==> config.mk <==
export PLATFORM = sky130hd
export DESIGN_NAME = llq_top
export DESIGN_NICKNAME = d
export VERILOG_FILES = /design/src/design/llq_pkg.sv /design/src/design/llq_op_if.sv /design/src/design/llq_result_if.sv /design/src/design/llq_cmd_stage.sv /design/src/design/llq_free_pool.sv /design/src/design/llq_link_ram.sv /design/src/design/llq_queue_engine.sv /design/src/design/llq_lookup_out.sv /design/src/design/llq_top.sv
export VERILOG_INCLUDE_DIRS = /design/src /design/src/design
export SDC_FILE = /design/constraint.sdc
export NUM_CORES = 1
export LEC_CHECK = 0
export BUFFER_PORTS_ARGS = -buffer_cell sky130_fd_sc_hd__buf_4
export CORE_MARGIN = 1.5
export CORE_UTILIZATION = 45
export DETAILED_ROUTE_END_ITERATION = 7
export PLACE_DENSITY = 0.6
export SYNTH_ARGS = -nofsm -noshare
export SYNTH_HDL_FRONTEND = slang
export SYNTH_HIERARCHICAL = 1
export SYNTH_SLANG_ARGS = --single-unit
==> constraint.sdc <==
create_clock -name clk -period 9.9 [get_ports clk]
set_input_delay 0.495 -clock clk [delete_from_list [all_inputs] [get_ports clk]]
set_output_delay 0.495 -clock clk [all_outputs]
set_load 0.03 [all_outputs]
==> src/design/llq_cfg.svh <==
// Build-time sizes of the queue controller, included wherever a size or width is needed
`ifndef LLQ_CFG_SVH
`define LLQ_CFG_SVH

// Width of a pushed data word
`define LLQ_DATA_W 32

// Number of logical FIFO contexts
`define LLQ_CTXT 8

// Link slots in the shared pool, small so the pool can be filled in simulation
`define LLQ_LINKS 16

`endif

==> src/design/llq_pkg.sv <==
// Shared widths and types of the linked-list queue controller, referenced by scoped name
`include "llq_cfg.svh"

package llq_pkg;

  localparam int DATA_W = `LLQ_DATA_W;
  localparam int CTXT_W = $clog2(`LLQ_CTXT);  // Context index bits
  localparam int ADDR_W = $clog2(`LLQ_LINKS); // Slot index bits

  typedef logic [DATA_W-1:0] data_t;
  typedef logic [CTXT_W-1:0] ctxt_t;
  typedef logic [ADDR_W-1:0] addr_t;

  // One bit per context
  typedef logic [`LLQ_CTXT-1:0] ctxt_mask_t;

  // One bit per link slot
  typedef logic [`LLQ_LINKS-1:0] slot_mask_t;

  // Per-context queue state
  // Head is the newest entry, tail the oldest
  typedef struct packed {
    logic  empty;
    addr_t head;
    addr_t tail;
  } ctxt_state_t;

endpackage

==> src/design/llq_op_if.sv <==
// Accepted stage-0 command passed from the command stage to the queue engine, with stall back
interface llq_op_if;

  logic           s0_valid; // Stage 0 holds an op
  logic           s0_push;  // Push, else pop
  llq_pkg::ctxt_t s0_ctxt;
  llq_pkg::data_t s0_data;
  llq_pkg::addr_t s0_link;  // Slot allocated to a push
  logic           stall;    // Stage 0 must hold its op

  // Command stage side
  modport issue (
    output s0_valid,
    output s0_push,
    output s0_ctxt,
    output s0_data,
    output s0_link,
    input  stall
  );

  // Engine side
  modport engine (
    input  s0_valid,
    input  s0_push,
    input  s0_ctxt,
    input  s0_data,
    input  s0_link,
    output stall
  );

endinterface

==> src/design/llq_result_if.sv <==
// Finished operation handed from the queue engine to the lookup and status output stage
interface llq_result_if;

  logic           res_valid; // One-cycle strobe per finished op
  logic           res_rnw;   // Pop, else push
  llq_pkg::data_t res_data;
  llq_pkg::addr_t res_addr;  // Pushed or popped slot
  logic           res_fault; // Pop to an empty context
  llq_pkg::ctxt_t res_ctxt;
  logic           res_empty; // Context empty after this op

  // Engine side
  modport engine (
    output res_valid,
    output res_rnw,
    output res_data,
    output res_addr,
    output res_fault,
    output res_ctxt,
    output res_empty
  );

  // Output stage side
  modport sink (
    input res_valid,
    input res_rnw,
    input res_data,
    input res_addr,
    input res_fault,
    input res_ctxt,
    input res_empty
  );

endinterface

==> src/design/llq_cmd_stage.sv <==
// Stage-0 command register with accept and stall handling, fed by the top-level command port
module llq_cmd_stage (
  input  logic           clk,
  input  logic           rst,
  input  logic           cmd_pass,
  input  logic           cmd_push,
  input  llq_pkg::data_t cmd_data,
  input  llq_pkg::ctxt_t cmd_ctxt,
  input  logic           full,      // Pool has no free slot
  input  llq_pkg::addr_t alloc_id,  // Lowest free slot
  output logic           cmd_accept,
  output logic           alloc,
  llq_op_if.issue        op
);

  logic           rdy_q;   // Low through reset
  logic           take;    // Command taken this cycle
  logic           valid_q;
  logic           push_q;
  llq_pkg::ctxt_t ctxt_q;
  llq_pkg::data_t data_q;
  llq_pkg::addr_t link_q;

  // A pop is never refused for fullness
  assign cmd_accept = rdy_q & ~op.stall & ~(cmd_push & full);
  assign take       = cmd_pass & cmd_accept;
  assign alloc      = take & cmd_push;  // Claims alloc_id in the pool

  always_ff @(posedge clk) begin
    if (rst) begin
      rdy_q   <= 1'b0;
      valid_q <= 1'b0;
    end else begin
      rdy_q   <= 1'b1;
      valid_q <= take | (valid_q & op.stall); // Held op stays valid
    end
  end

  // Payload, no reset
  always_ff @(posedge clk) begin
    if (take) begin
      push_q <= cmd_push;
      ctxt_q <= cmd_ctxt;
      data_q <= cmd_data;
      link_q <= alloc_id;  // Only meaningful for a push
    end
  end

  assign op.s0_valid = valid_q;
  assign op.s0_push  = push_q;
  assign op.s0_ctxt  = ctxt_q;
  assign op.s0_data  = data_q;
  assign op.s0_link  = link_q;

endmodule

==> src/design/llq_free_pool.sv <==
// Free-slot bitset of the shared link pool, allocating the lowest free slot and flagging full
module llq_free_pool (
  input  logic           clk,
  input  logic           rst,
  input  logic           alloc,       // Claim alloc_id
  input  logic           release_en,  // Return release_id
  input  llq_pkg::addr_t release_id,
  output llq_pkg::addr_t alloc_id,
  output logic           full
);

  localparam int NLINKS = $bits(llq_pkg::slot_mask_t);

  llq_pkg::slot_mask_t used_q;  // Set bit marks a live slot

  // Find first free, scanning down so the lowest clear bit wins
  always_comb begin
    alloc_id = '0;
    for (int i = NLINKS - 1; i >= 0; i--) begin
      if (!used_q[i]) begin
        alloc_id = llq_pkg::addr_t'(i);
      end
    end
  end

  assign full = &used_q;  // No clear bit left

  // Alloc and release never name the same slot in one cycle
  always_ff @(posedge clk) begin
    if (rst) begin
      used_q <= '0;
    end else begin
      if (alloc) begin
        used_q[alloc_id] <= 1'b1;
      end
      if (release_en) begin
        used_q[release_id] <= 1'b0;
      end
    end
  end

endmodule

==> src/design/llq_link_ram.sv <==
// Single-port link RAM holding each slot's next-slot pointer, used by the queue engine
module llq_link_ram (
  input  logic           clk,
  input  logic           en,
  input  logic           wen,   // Write when enabled, else read
  input  llq_pkg::addr_t addr,
  input  llq_pkg::addr_t din,
  output llq_pkg::addr_t dout   // Valid the cycle after a read
);

  localparam int DEPTH = $bits(llq_pkg::slot_mask_t);

  llq_pkg::addr_t mem [DEPTH];

  always_ff @(posedge clk) begin
    if (en) begin
      if (wen) begin
        mem[addr] <= din;
      end else begin
        dout <= mem[addr];
      end
    end
  end

endmodule

==> src/design/llq_queue_engine.sv <==
// Per-context head and tail registers, hazard stall and stage-1 update of the queue controller
module llq_queue_engine (
  input  logic           clk,
  input  logic           rst,
  llq_op_if.engine       op,
  llq_result_if.engine   res,
  output logic           release_en,
  output llq_pkg::addr_t release_id
);

  localparam int NCTXT = $bits(llq_pkg::ctxt_mask_t);

  llq_pkg::ctxt_state_t state_q [NCTXT]; // One per context
  llq_pkg::ctxt_state_t s0_state;
  llq_pkg::ctxt_state_t s1_state;
  llq_pkg::ctxt_state_t s1_next;         // State written as the op leaves stage 1
  logic                 adv;             // Stage 0 moves to stage 1
  logic                 s1_valid_q;
  logic                 s1_push_q;
  logic                 s1_fault_q;
  llq_pkg::ctxt_t       s1_ctxt_q;
  llq_pkg::data_t       s1_data_q;
  llq_pkg::addr_t       s1_slot_q;       // Pushed or popped slot
  logic                 link_en;
  llq_pkg::addr_t       link_addr;
  llq_pkg::addr_t       link_dout;

  // Stage 1 still owes this context its update, so stage 0 must wait
  assign op.stall = op.s0_valid & s1_valid_q & (s1_ctxt_q == op.s0_ctxt);
  assign adv      = op.s0_valid & ~op.stall;
  assign s0_state = state_q[op.s0_ctxt];

  // Push links new slot behind head, pop reads the entry after tail
  assign link_en   = adv & ~s0_state.empty;
  assign link_addr = op.s0_push ? s0_state.head : s0_state.tail;

  llq_link_ram u_link_ram (
    .clk  (clk),
    .en   (link_en),
    .wen  (op.s0_push),
    .addr (link_addr),
    .din  (op.s0_link),
    .dout (link_dout)
  );

  always_ff @(posedge clk) begin
    if (rst) begin
      s1_valid_q <= 1'b0;
    end else begin
      s1_valid_q <= adv;  // Bubble behind a stall
    end
  end

  always_ff @(posedge clk) begin
    if (adv) begin
      s1_push_q  <= op.s0_push;
      s1_ctxt_q  <= op.s0_ctxt;
      s1_data_q  <= op.s0_data;
      s1_slot_q  <= op.s0_push ? op.s0_link : s0_state.tail; // Old tail is the popped slot
      s1_fault_q <= ~op.s0_push & s0_state.empty;
    end
  end

  // Unchanged since stage 0, the stall keeps same-context ops apart
  assign s1_state = state_q[s1_ctxt_q];

  always_comb begin
    s1_next = s1_state;
    if (s1_push_q) begin
      s1_next.empty = 1'b0;
      s1_next.head  = s1_slot_q;  // Newest entry
      if (s1_state.empty) begin
        s1_next.tail = s1_slot_q; // Also the oldest
      end
    end else if (!s1_fault_q) begin
      if (s1_state.head == s1_state.tail) begin
        s1_next.empty = 1'b1;     // Last entry popped
      end else begin
        s1_next.tail = link_dout; // Next oldest from the link RAM
      end
    end
  end

  always_ff @(posedge clk) begin
    if (rst) begin
      for (int i = 0; i < NCTXT; i++) begin
        state_q[i] <= '{empty: 1'b1, head: '0, tail: '0};
      end
    end else if (s1_valid_q) begin
      state_q[s1_ctxt_q] <= s1_next;
    end
  end

  // Popped slot goes back to the pool as it leaves stage 1
  assign release_en = s1_valid_q & ~s1_push_q & ~s1_fault_q;
  assign release_id = s1_slot_q;

  assign res.res_valid = s1_valid_q;
  assign res.res_rnw   = ~s1_push_q;
  assign res.res_data  = s1_data_q;
  assign res.res_addr  = s1_slot_q;
  assign res.res_fault = s1_fault_q;
  assign res.res_ctxt  = s1_ctxt_q;
  assign res.res_empty = s1_next.empty;

endmodule

==> src/design/llq_lookup_out.sv <==
// Registered lookup port and per-context empty vector, driven from the queue engine's results
module llq_lookup_out (
  input  logic                clk,
  input  logic                rst,
  llq_result_if.sink          res,
  output logic                lkup_pass_r,
  output logic                lkup_rnw_r,
  output llq_pkg::data_t      lkup_data_r,
  output llq_pkg::addr_t      lkup_addr_r,
  output logic                lkup_empty_fault_r,
  output llq_pkg::ctxt_mask_t empty_r
);

  // Strobe and status
  always_ff @(posedge clk) begin
    if (rst) begin
      lkup_pass_r <= 1'b0;
      empty_r     <= '1;  // Every context starts empty
    end else begin
      lkup_pass_r <= res.res_valid;
      if (res.res_valid) begin
        empty_r[res.res_ctxt] <= res.res_empty;
      end
    end
  end

  // Lookup fields, held between strobes
  always_ff @(posedge clk) begin
    if (res.res_valid) begin
      lkup_rnw_r         <= res.res_rnw;
      lkup_data_r        <= res.res_data;
      lkup_addr_r        <= res.res_addr;  // Data RAM address
      lkup_empty_fault_r <= res.res_fault;
    end
  end

endmodule

==> src/design/llq_top.sv <==
// Top level of the linked-list queue controller, wiring the command, pool, engine and output blocks
module llq_top (
  input  logic                clk,
  input  logic                rst,
  input  logic                cmd_pass,
  input  logic                cmd_push,
  input  llq_pkg::data_t      cmd_data,
  input  llq_pkg::ctxt_t      cmd_ctxt,
  output logic                cmd_accept,
  output logic                lkup_pass_r,
  output logic                lkup_rnw_r,
  output llq_pkg::data_t      lkup_data_r,
  output llq_pkg::addr_t      lkup_addr_r,
  output logic                lkup_empty_fault_r,
  output logic                full_r,
  output llq_pkg::ctxt_mask_t empty_r
);

  logic           alloc;       // Push taken, claims alloc_id
  llq_pkg::addr_t alloc_id;
  logic           full;
  logic           release_en;  // Pop retired
  llq_pkg::addr_t release_id;

  llq_op_if     op_bus ();
  llq_result_if res_bus ();

  llq_cmd_stage u_cmd_stage (
    .clk        (clk),
    .rst        (rst),
    .cmd_pass   (cmd_pass),
    .cmd_push   (cmd_push),
    .cmd_data   (cmd_data),
    .cmd_ctxt   (cmd_ctxt),
    .full       (full),
    .alloc_id   (alloc_id),
    .cmd_accept (cmd_accept),
    .alloc      (alloc),
    .op         (op_bus.issue)
  );

  llq_free_pool u_free_pool (
    .clk        (clk),
    .rst        (rst),
    .alloc      (alloc),
    .release_en (release_en),
    .release_id (release_id),
    .alloc_id   (alloc_id),
    .full       (full)
  );

  llq_queue_engine u_queue_engine (
    .clk        (clk),
    .rst        (rst),
    .op         (op_bus.engine),
    .res        (res_bus.engine),
    .release_en (release_en),
    .release_id (release_id)
  );

  llq_lookup_out u_lookup_out (
    .clk                (clk),
    .rst                (rst),
    .res                (res_bus.sink),
    .lkup_pass_r        (lkup_pass_r),
    .lkup_rnw_r         (lkup_rnw_r),
    .lkup_data_r        (lkup_data_r),
    .lkup_addr_r        (lkup_addr_r),
    .lkup_empty_fault_r (lkup_empty_fault_r),
    .empty_r            (empty_r)
  );

  // Pool full as a registered status
  always_ff @(posedge clk) begin
    if (rst) begin
      full_r <= 1'b0;
    end else begin
      full_r <= full;
    end
  end

endmodule

== Yosys cells after proc, flatten, opt, wreduce, memory -nomap -nowiden ==
Memory sizes are Yosys's and may differ from the RTL's. A register that Yosys moved wholly into a read port is not among the register bits.
Index checks and enable logic that the tools add are counted.

* Word-level logic and storage cells: 109
* Bits in writable memories: 136
* Memories: 2
* Register bits after elaboration: 148
* Output and inout bits: 49
* Bits of input ports: 39

* Mux-type cells: 50
* Eq/ne operators: 2
* Reductions and logical operators: 6
* $lt $le $gt $ge: 6
* Bitwise gates (word level): 23

{| class="wikitable"
|+ Memories
! name !! words !! bits a word !! rd ports !! clocked after Yosys merged registers in !! write ports !! line !! RTL
|-
| u_queue_engine.state_q || 8 || 9 || 2 || 2 || 8 || llq_queue_engine.sv:13 || <nowiki>llq_pkg::ctxt_state_t state_q [NCTXT];</nowiki>
|-
| u_queue_engine.u_link_ram.mem || 16 || 4 || 1 || 1 || 1 || llq_link_ram.sv:13 || <nowiki>llq_pkg::addr_t mem [DEPTH];</nowiki>
|}

{| class="wikitable"
|+ Operators with widths
! cell !! number
|-
| 4-bit 2-to-1 mux || 23
|-
| 16-bit 2-to-1 mux || 3
|-
| 16-bit AND || 1
|-
| 1-bit 2-to-1 mux || 16
|-
| 16-bit inverter || 1
|-
| 16-bit bitwise OR || 1
|-
| 16-bit AND reduction || 1
|-
| 1-bit AND || 13
|-
| 4-bit by 5-bit less-than comparator with 1-bit output (second input constant) || 2
|-
| 3-bit 2-to-1 mux || 3
|-
| 9-bit 2-to-1 mux || 1
|-
| 9-bit OR reduction || 1
|-
| 8-bit bitwise mux || 1
|-
| 1-bit demux with 4-bit select || 2
|-
| 4-bit by 1-bit >= comparator with 1-bit output (second input constant) || 2
|-
| 1-bit inverter || 6
|-
| 4-bit == test || 1
|-
| 3-bit by 4-bit less-than comparator with 1-bit output (second input constant) || 1
|-
| 1-bit demux with 3-bit select || 1
|-
| 3-bit == test || 1
|-
| 3-bit by 1-bit >= comparator with 1-bit output (second input constant) || 1
|-
| 1-bit logical AND || 3
|-
| 2-bit AND reduction || 1
|-
| 1-bit bitwise OR || 1
|}

== Longest topological paths before layout ==
Gate-level depths: netlist of run 1.

* Depth in word-level cells: 25
* Mapped depth: 11
* Gate-level depth less buffers: 9

== Cells and area by module ==
Netlist of run 1, hierarchy kept.

{| class="wikitable"
|+ Modules (own cells, without submodules)
! module !! sequential area each (µm²) !! instances !! area each (µm²) !! cells an instance
|-
| llq_queue_engine || 3473.3 || 1 || 5540.3 || 356
|-
| llq_link_ram || 2042.0 || 1 || 2657.5 || 134
|-
| llq_lookup_out || 1321.3 || 1 || 1537.7 || 74
|-
| llq_cmd_stage || 1241.2 || 1 || 1310.0 || 51
|-
| llq_free_pool || 320.3 || 1 || 892.1 || 114
|-
| llq_top || 20.0 || 1 || 33.8 || 2
|}

== Least setup slack after synthesis of run 1 ==
No wires, ideal clock.

* Kind: register -> register
* From: register u_queue_engine.s1_valid_q (netlist: u_queue_engine/res.res_valid)
* To: register u_cmd_stage.ctxt_q[0] (netlist: u_cmd_stage/op.s0_ctxt[0]) (enable)
* Path buffers: 1
* Stages on the path, launching flop included: 6
* Data arrival time: 4.121 ns
* Data required time: 9.413 ns
* Clock period less this slack: 4.608 ns
* Path slack: 5.292 ns
* Cell sequence: dfxtp_1 clkbuf_1 nand3_1 nor3_1 nand2b_4 nor3_1

* Word-level cells in the longest chain between the ends: 6

{| class="wikitable"
|+ RTL lines
! what !! line !! RTL
|-
| from (decl) || llq_queue_engine.sv:18 || <nowiki>logic s1_valid_q;</nowiki>
|-
| from (signal assigned) || llq_queue_engine.sv:50 || <nowiki>s1_valid_q <= adv;</nowiki>
|-
| 1-bit AND (2 in a row) || llq_queue_engine.sv:29 || <nowiki>assign op.stall = op.s0_valid & s1_valid_q & (s1_ctxt_q == op.s0_ctxt);</nowiki>
|-
| named net op_bus.stall || llq_op_if.sv:9 || <nowiki>logic stall;</nowiki>
|-
| 1-bit inverter || llq_cmd_stage.sv:25 || <nowiki>assign cmd_accept = rdy_q & ~op.stall & ~(cmd_push & full);</nowiki>
|-
| 1-bit AND (2 in a row) || llq_cmd_stage.sv:25 ||
|-
| 1-bit AND || llq_cmd_stage.sv:26 || <nowiki>assign take = cmd_pass & cmd_accept;</nowiki>
|-
| named net u_cmd_stage.take || llq_cmd_stage.sv:17 || <nowiki>logic take;</nowiki>
|-
| to (signal assigned) || llq_cmd_stage.sv:43 || <nowiki>ctxt_q <= cmd_ctxt;</nowiki>
|-
| to (decl) || llq_cmd_stage.sv:20 || <nowiki>llq_pkg::ctxt_t ctxt_q;</nowiki>
|}

The timed path passes the listed nets, and every way through them passes these cells.
A chain may end at the register's enable or synchronous reset.

==> metrics.yaml, run 1 <==
outcome: "complete, no violations"
finalMaxSlewViolations: 0
max_stage_delay_ns: 1.09
timing.critical_path.arrival_ns: 4.12
io_buffer_count: 87
synth.top_cells.by_area: "edfxtp_1, mux4_2, dfxtp_1"
yosysUniqueCellTypes: 59
startpoint_type: "flop"
fp.dieArea_mm2: 0.0276
hold_end: "u_cmd_stage/op.s0_data[15]"
clk_sink_count: 291
synthArstFlopShare_pct: 0
p_per_area_mw_per_mm2: 188
finalWorstPathRequiredPeriod_ns: 3.73
drt-wirelength-per-cell_um: 22.4
groute.usage.overall_pct: 19.1
drt_wl_total_mm: 26.3
synth_top_family_by_area: "multiplexers"
synth_warnings: 6
die_width_um: 166
firstDrtPassIters: 5
power.net_switching_mw: 0.542
cts_resized: 0
final.setup_skew_ns: 0.0152
synth_adder_area_share_pct: 0
ctsLongestPathBuffers: 3
power_frac_seq_pct: 53.3
timing.slew.headroom_pct: 22.7
cts.reportedPaths.clkPinSlew_ns: 0.06
synthToLayoutAreaGrowth_pct: 15.7
grt_remaining_overflow: 0
timing.final.crit_share_pct: 37.7
synth.yosys.seq_area_share_pct: 70.3
hold_viol_final: 0
grt_start_max_net_pins: 53
critical_path_required_ns: 10.29
nNetsFinal: 859
post_cts_hold_buffer_count: 0
power_frac_clock_pct: 41.6
global_route_wire_length_before_repair_mm: 40.7
syn-cell-area_mm2: 0.0120
muxShareOfSynthArea_pct: 12.2
synth.net_count: 770
first_global_vias: 6993
timing.critical_path.fanout_max: 18
share_comb_of_total_power_pct: 5.2
globalplace.congestion: 0.822
max_cap_violations: 0
post-dp-hpwl_mm: 17.2
synth_xor_xnor_area_share_pct: 0.512
complex_gate_fraction_of_the_synthesized_area_pct: 5.57
cell_internal_pwr_mw: 2.06
p_sw_share_pct: 20.8
antenna_cells_inserted: 0
finalSetupTns_ns: 0
drcViolationCount: 0
power_leakage_nw: 4.68
min-delay-path-class: "in -> reg"
floorplan.rows: 59
r2r_end: "u_lookup_out/empty_r[2]"
hold_path_depth: 1
worst_setup_path_end_kind: "flop"
placeableCoreArea_mm2: 0.0261
final_layout_size_suffix_gt1_share_pct: 24.6
timing.critical_path.max_delay_family: "multiplexers"
min_delay_src: "cmd_data[15]"
synth_largest_type_area_fraction_pct: 65.0
tightest_slew_ns: 1.16
tritoncts: "done"
post-synth-top-count-cell: "edfxtp_1"
timing.critical_path.slowest_stage_cell: "dfxtp_1"
synth_simple_gate_area_share_pct: 9.33
synth_ff_type: "edfxtp_1"
met3_usage_grt_pct: 2.69
cts_root_buffer: "clkbuf_16"
vdd.ir_drop.worst_v: 0.000154
final_core_util_pct: 53.2
synth.ff_latch_count: 291
ioPinCount: 88
crit_path_cell_trace: "mux4_1, mux2i_1, xnor2_1, nand4_2, o21a_1, nor2_1, nor2_1, mux2i_1"
route.vias.total: 6795
synthesis.instances: 731
die-height_um: 166
routed_via_density: 5.77
grt_most_used_layer: "met2"
clock_insertion_delay_worst_skew_ns: 0.54
finalSetupViolations: 0
grt_setup_unrepaired: "no"
antenna_violations_before_repair: 0
critical_path_class: "reg -> reg"
reg2reg_slack_ns: 6.17
numCtsBuffers: 29
groute.layer.met1.usage_pct: 25.9
starting_density_of_the_core_pct: 45.9
drtAntennaViolNets: 0
synth_top_area_cell: "edfxtp_1"
max_freq_mhz: 268
synth_edf_count: 259
syn-mean-instance-area_um2: 16.4
cts_post_setup_buffers_inserted: 0
pre_cts_ws_ns: 6.18
ctsHtreeMaxLevel: 1
hold_ws_ns: 0.139
setup_ws_ns: 6.17
cp.buffers_inverters: 0
use_met2_pct: 32.1
drt_iter0_drc: 785
yosys-top-cells-count: "edfxtp_1, nor2_1, mux4_2, dfxtp_1, nand2_1"
timing.reg2reg.worst_path_depth: 8
[per-stage QoR]
step | instance area [µm²] | power, mW | instances
floorplan | 12000 | 1.50 | 731
global placement | 12900 | 1.54 | 1124
detailed placement | 12900 | 1.55 | 1124
CTS | 13900 | 2.63 | 1177
global route | 13900 | 2.69 | 1177
finish | 13900 | 2.60 | 1177
[layer usage]
layer | share of wire, % | vias to the layer above
met2 | 49 | 306
met3 | 6.8 | 50
li1 | - | 3030
met1 | 41 | 3409
met5 | 0 | -
met4 | 2.5 | 0
[final cells by class]
type                       instances  area, µm²
multi-input combinational        392       3320
sequential                       291       8420
fill                            2099      12200
clock buffer                      33        741
inverter                          13       48.8
tap                              335        419
clock inverter                    20        206
timing repair buffer              93        698
[cells by family (layout without fill, tap and decap cells)]
| kind of cell | Yosys count | count (layout) |
|---|---|---|
| simple gates | 229 | 229 |
| compound gates | 79 | 79 |
| mux | 77 | 77 |
| xor+xnor | 7 | 7 |
| flops | 291 | 291 |
| buf+inv | 48 | 159 |
[layout by cell type (no fill, tap or decap), types with 8 or more instances in the layout]
cell	n
dfxtp_1	31
nand3_1	15
clkbuf_16	29
a211oi_1	13
nand2b_1	12
mux4_2	44
nor3_1	14
a21oi_1	20
nor2b_1	13
nand2_1	26
inv_1	13
edfxtp_1	259
o21bai_1	8
a311oi_1	8
nor2_1	114
mux4_1	8
mux2i_1	19
buf_4	93
[power by group through the flow]
stage	sequential, mW	clock (mW)	combinational [mW]
floorplan	1.40	0	0.0949
global placement	1.41	0	0.132
detailed placement	1.41	0	0.135
CTS	1.39	1.11	0.135
global route	1.39	1.16	0.144
finish	1.39	1.08	0.135
[how the worst max path moves through the flow]
stage	slack (ns)	cells past startpoint	startpoint	endpoint
after detailed placement	6.18	8	flop	u_lookup_out/empty_r[2]
after floorplan	5.29	5	u_queue_engine/res.res_valid	u_cmd_stage/op.s0_ctxt[0]
final	6.17	8	flop	u_lookup_out/empty_r[2]
after global placement	6.29	8	flop	u_lookup_out/empty_r[1]
after CTS	6.16	8	flop	u_lookup_out/empty_r[2]
after global routing	5.83	8	flop	u_lookup_out/empty_r[4]
[sequential cells by signal, indices dropped and copies added (netlist names), 3 cells and up, named ones only]
name,count
u_cmd_stage/op.s0_ctxt,3
u_cmd_stage/op.s0_data,32
u_cmd_stage/op.s0_link,4
u_free_pool/used_q,16
u_lookup_out/empty_r,8
u_lookup_out/lkup_addr_r,4
u_lookup_out/lkup_data_r,32
u_queue_engine/release_id,4
u_queue_engine/res.res_ctxt,3
u_queue_engine/res.res_data,32
u_queue_engine/state_q,72
u_queue_engine/u_link_ram/dout,4
u_queue_engine/u_link_ram/mem,64
No activity file was read; power rests on OpenSTA's default activity.
==> inputs of run 2 (changes only) <==
--- a/config.mk
+++ b/config.mk
@@ -6,6 +6,7 @@
 export SDC_FILE = /design/constraint.sdc
 export NUM_CORES = 1
 export LEC_CHECK = 0
+export ABC_AREA = 1
 export BUFFER_PORTS_ARGS = -buffer_cell sky130_fd_sc_hd__buf_4
 export CORE_MARGIN = 1.5
 export CORE_UTILIZATION = 45
==> constraint.sdc (replaced) <==
create_clock -name clk -period 3.5 [get_ports clk]
set_input_delay 0.175 -clock clk [delete_from_list [all_inputs] [get_ports clk]]
set_output_delay 0.175 -clock clk [all_outputs]
set_load 0.03 [all_outputs]
==> run 2 against run 1 <==
Net effect: sequential power rose to 2.8 times the previous value; combinational power rose to 4.4 times the previous value; wire length grew 20%; sequential share of layout area down 6.2 points.
==> metrics.yaml, run 2 <==
synth_top_area_cell: "edfxtp_1"
floorplan.rows: 61
timing.critical_path.arrival_ns: 3.15
timing.final.crit_share_pct: 85.6
setup_ws_ns: 0.505
timing.critical_path.depth: 9
final.setup_skew_ns: 0.0220
antenna_cells_inserted: 0
finalSetupTns_ns: 0
clk_sink_count: 291
max_flop_register: "u_queue_engine/state_q"
post-dp-hpwl_mm: 21.8
synth.yosys.seq_area_share_pct: 65.0
worstSetupStartpoint: "u_cmd_stage/op.s0_ctxt[0]"
timing.reg2reg.worst_path_depth: 9
fp.dieArea_mm2: 0.0298
p_per_area_mw_per_mm2: 521
finalSetupViolations: 0
final_layout_size_suffix_gt1_share_pct: 16.0
synth.top_cells.by_area: "edfxtp_1, nand2_1, dfxtp_1"
first_global_vias: 8929
cp.buffers_inverters: 3
outcome: "complete, no violations"
largestRegisters: "u_queue_engine/state_q: 72 flops, u_queue_engine/u_link_ram/mem: 64 flops"
timing.critical_path.slowest_stage_cell: "nor2_1"
reg2reg_slack_ns: 0.51
flip_flop_count_of_the_largest_register_all_copies_and_words_added: 72
drcViolationCount: 0
ctsHtreeMaxLevel: 2
syn-cell-area_mm2: 0.0130
post_layout_nonfiller_instances: 1820
ioPinCount: 88
timing.critical_path.max_delay_family: "simple AND/OR/NAND/NOR gates"
cts_root_buffer: "clkbuf_16"
endpoint: "u_queue_engine/u_link_ram/mem[8][2]"
routed_via_density: 5.07
clock_insertion_delay_worst_skew_ns: 0.52
timing.slew.headroom_pct: 24.0
starting_density_of_the_core_pct: 46.1
cts_post_setup_buffers_inserted: 0
global_route_wire_length_before_repair_mm: 49.3
synth_ff_type: "edfxtp_1"
drt_wl_total_mm: 31.5
post-synth-top-count-cell: "nand2_1"
timing.critical_path.fanout_max: 39
synth.ff_latch_count: 291
placedCellCount: 1720
crit_path_cell_trace: "buf_4, o21ai_0, nand3_1, nand3_1, nand2_1, buf_4, inv_2, nand3_1, nor2_1"
globalplace.congestion: 0.922
numCtsBuffers: 34
synth_edf_count: 259
drt-wirelength-per-cell_um: 17.3
drtAntennaViolNets: 0
crit_top_cell: "nand3_1"
post_dp_cell_area_mm2: 0.0139
tightest_slew_ns: 1.13
hold_viol_final: 0
max_freq_mhz: 334
startpoint_type: "flop"
min-delay-path-class: "in -> reg"
cts.reportedPaths.clkPinSlew_ns: 0.06
synth_largest_type_area_fraction_pct: 60.1
r2r_end: "u_queue_engine/u_link_ram/mem[8][2]"
synth_warnings: 6
route.vias.total: 9224
nNetsFinal: 1455
worst_setup_path_end_kind: "flop"
syn-mean-instance-area_um2: 10.1
synthesis.instances: 1282
design_power_total_mw: 8.04
tritoncts: "done"
max_stage_delay_ns: 0.39
firstDrtPassIters: 6
yosys-top-cells-count: "nand2_1, edfxtp_1, inv_1, nor2_1, nand3_1"
synth.net_count: 1321
layout.cells.most_common_list: "nand2_1, edfxtp_1, inv_1"
die-height_um: 173
die_width_um: 173
final_core_util_pct: 54.9
antenna_violations_before_repair: 0
ctsLongestPathBuffers: 3
groute.usage.overall_pct: 21.2
grt_setup_unrepaired: "no"
timing.rr.start: "u_cmd_stage/op.s0_ctxt[0]"
final_cell_area_mm2: 0.0154
critical_path_required_ns: 3.66
io_buffer_count: 87
finalWorstPathRequiredPeriod_ns: 2.99
max_cap_violations: 0
critical_path_class: "reg -> reg"
vdd.ir_drop.worst_v: 0.000473
finalMaxSlewViolations: 0
yosysUniqueCellTypes: 38
hold_ws_ns: 0.367
placeableCoreArea_mm2: 0.0281
synthArstFlopShare_pct: 0
synthToLayoutAreaGrowth_pct: 19.1
pre_cts_ws_ns: 0.606
grt_remaining_overflow: 0
leading_cell_type_in_the_layout_fill_and_taps_excluded: "nand2_1"
grt_start_max_net_pins: 40
drt_iter0_drc: 878
power_leakage_nw: 6.20
==> run 2: repair_timing <==
action                                 in CTS  in global routing
resized for setup                           0                  0
endpoints found under the hold margin      42                  0
hold buffers                               38                  0
==> run 2: worst min-delay path by stage <==
stage	start	endpoint	slack, ns	cells past startpoint
after floorplan	rst	u_cmd_stage/rdy_q	0.23	1
after global placement	cmd_data[23]	u_cmd_stage/op.s0_data[23]	0.35	1
after detailed placement	cmd_data[23]	u_cmd_stage/op.s0_data[23]	0.35	1
after CTS	cmd_data[30]	u_cmd_stage/op.s0_data[30]	0.35	2
after global routing	cmd_data[4]	u_cmd_stage/op.s0_data[4]	0.36	2
final	cmd_data[23]	u_cmd_stage/op.s0_data[23]	0.37	2
==> run 2: per-layer routing <==
layer	track usage, %	vias to the layer above	wire length, µm
li1	-	4513	-
met1	28.9	4362	14200
met2	34.0	289	14500
met3	3.91	60	1830
met4	8.04	0	975
met5	0	-	0
==> run 2: final cells by class <==
cell class | count | area (µm²)
Clock buffer | 46 | 957
Clock inverter | 16 | 183
Fill cell | 2557 | 12700
Inverter | 156 | 596
Multi-Input combinational cell | 789 | 3600
Sequential cell | 291 | 8420
Tap cell | 378 | 473
Timing Repair Buffer | 144 | 1190
==> run 2: logic make-up (layout without fill, tap and decap cells) <==
family	Yosys count	after routing	share of synthesized area, %
AND/OR/NAND/NOR	657	657	22.2
flip-flops	291	291	65.0
buffers and inverters	202	362	7.19
AO/OA/AOI/OAI	132	132	5.66
==> run 2: power by group <==
part / switching, mW / internal [mW]
Sequential: 0.0478 / 3.85
Combinational: 0.400 / 0.190
Clock: 1.39 / 2.16
Total: 1.83 / 6.20
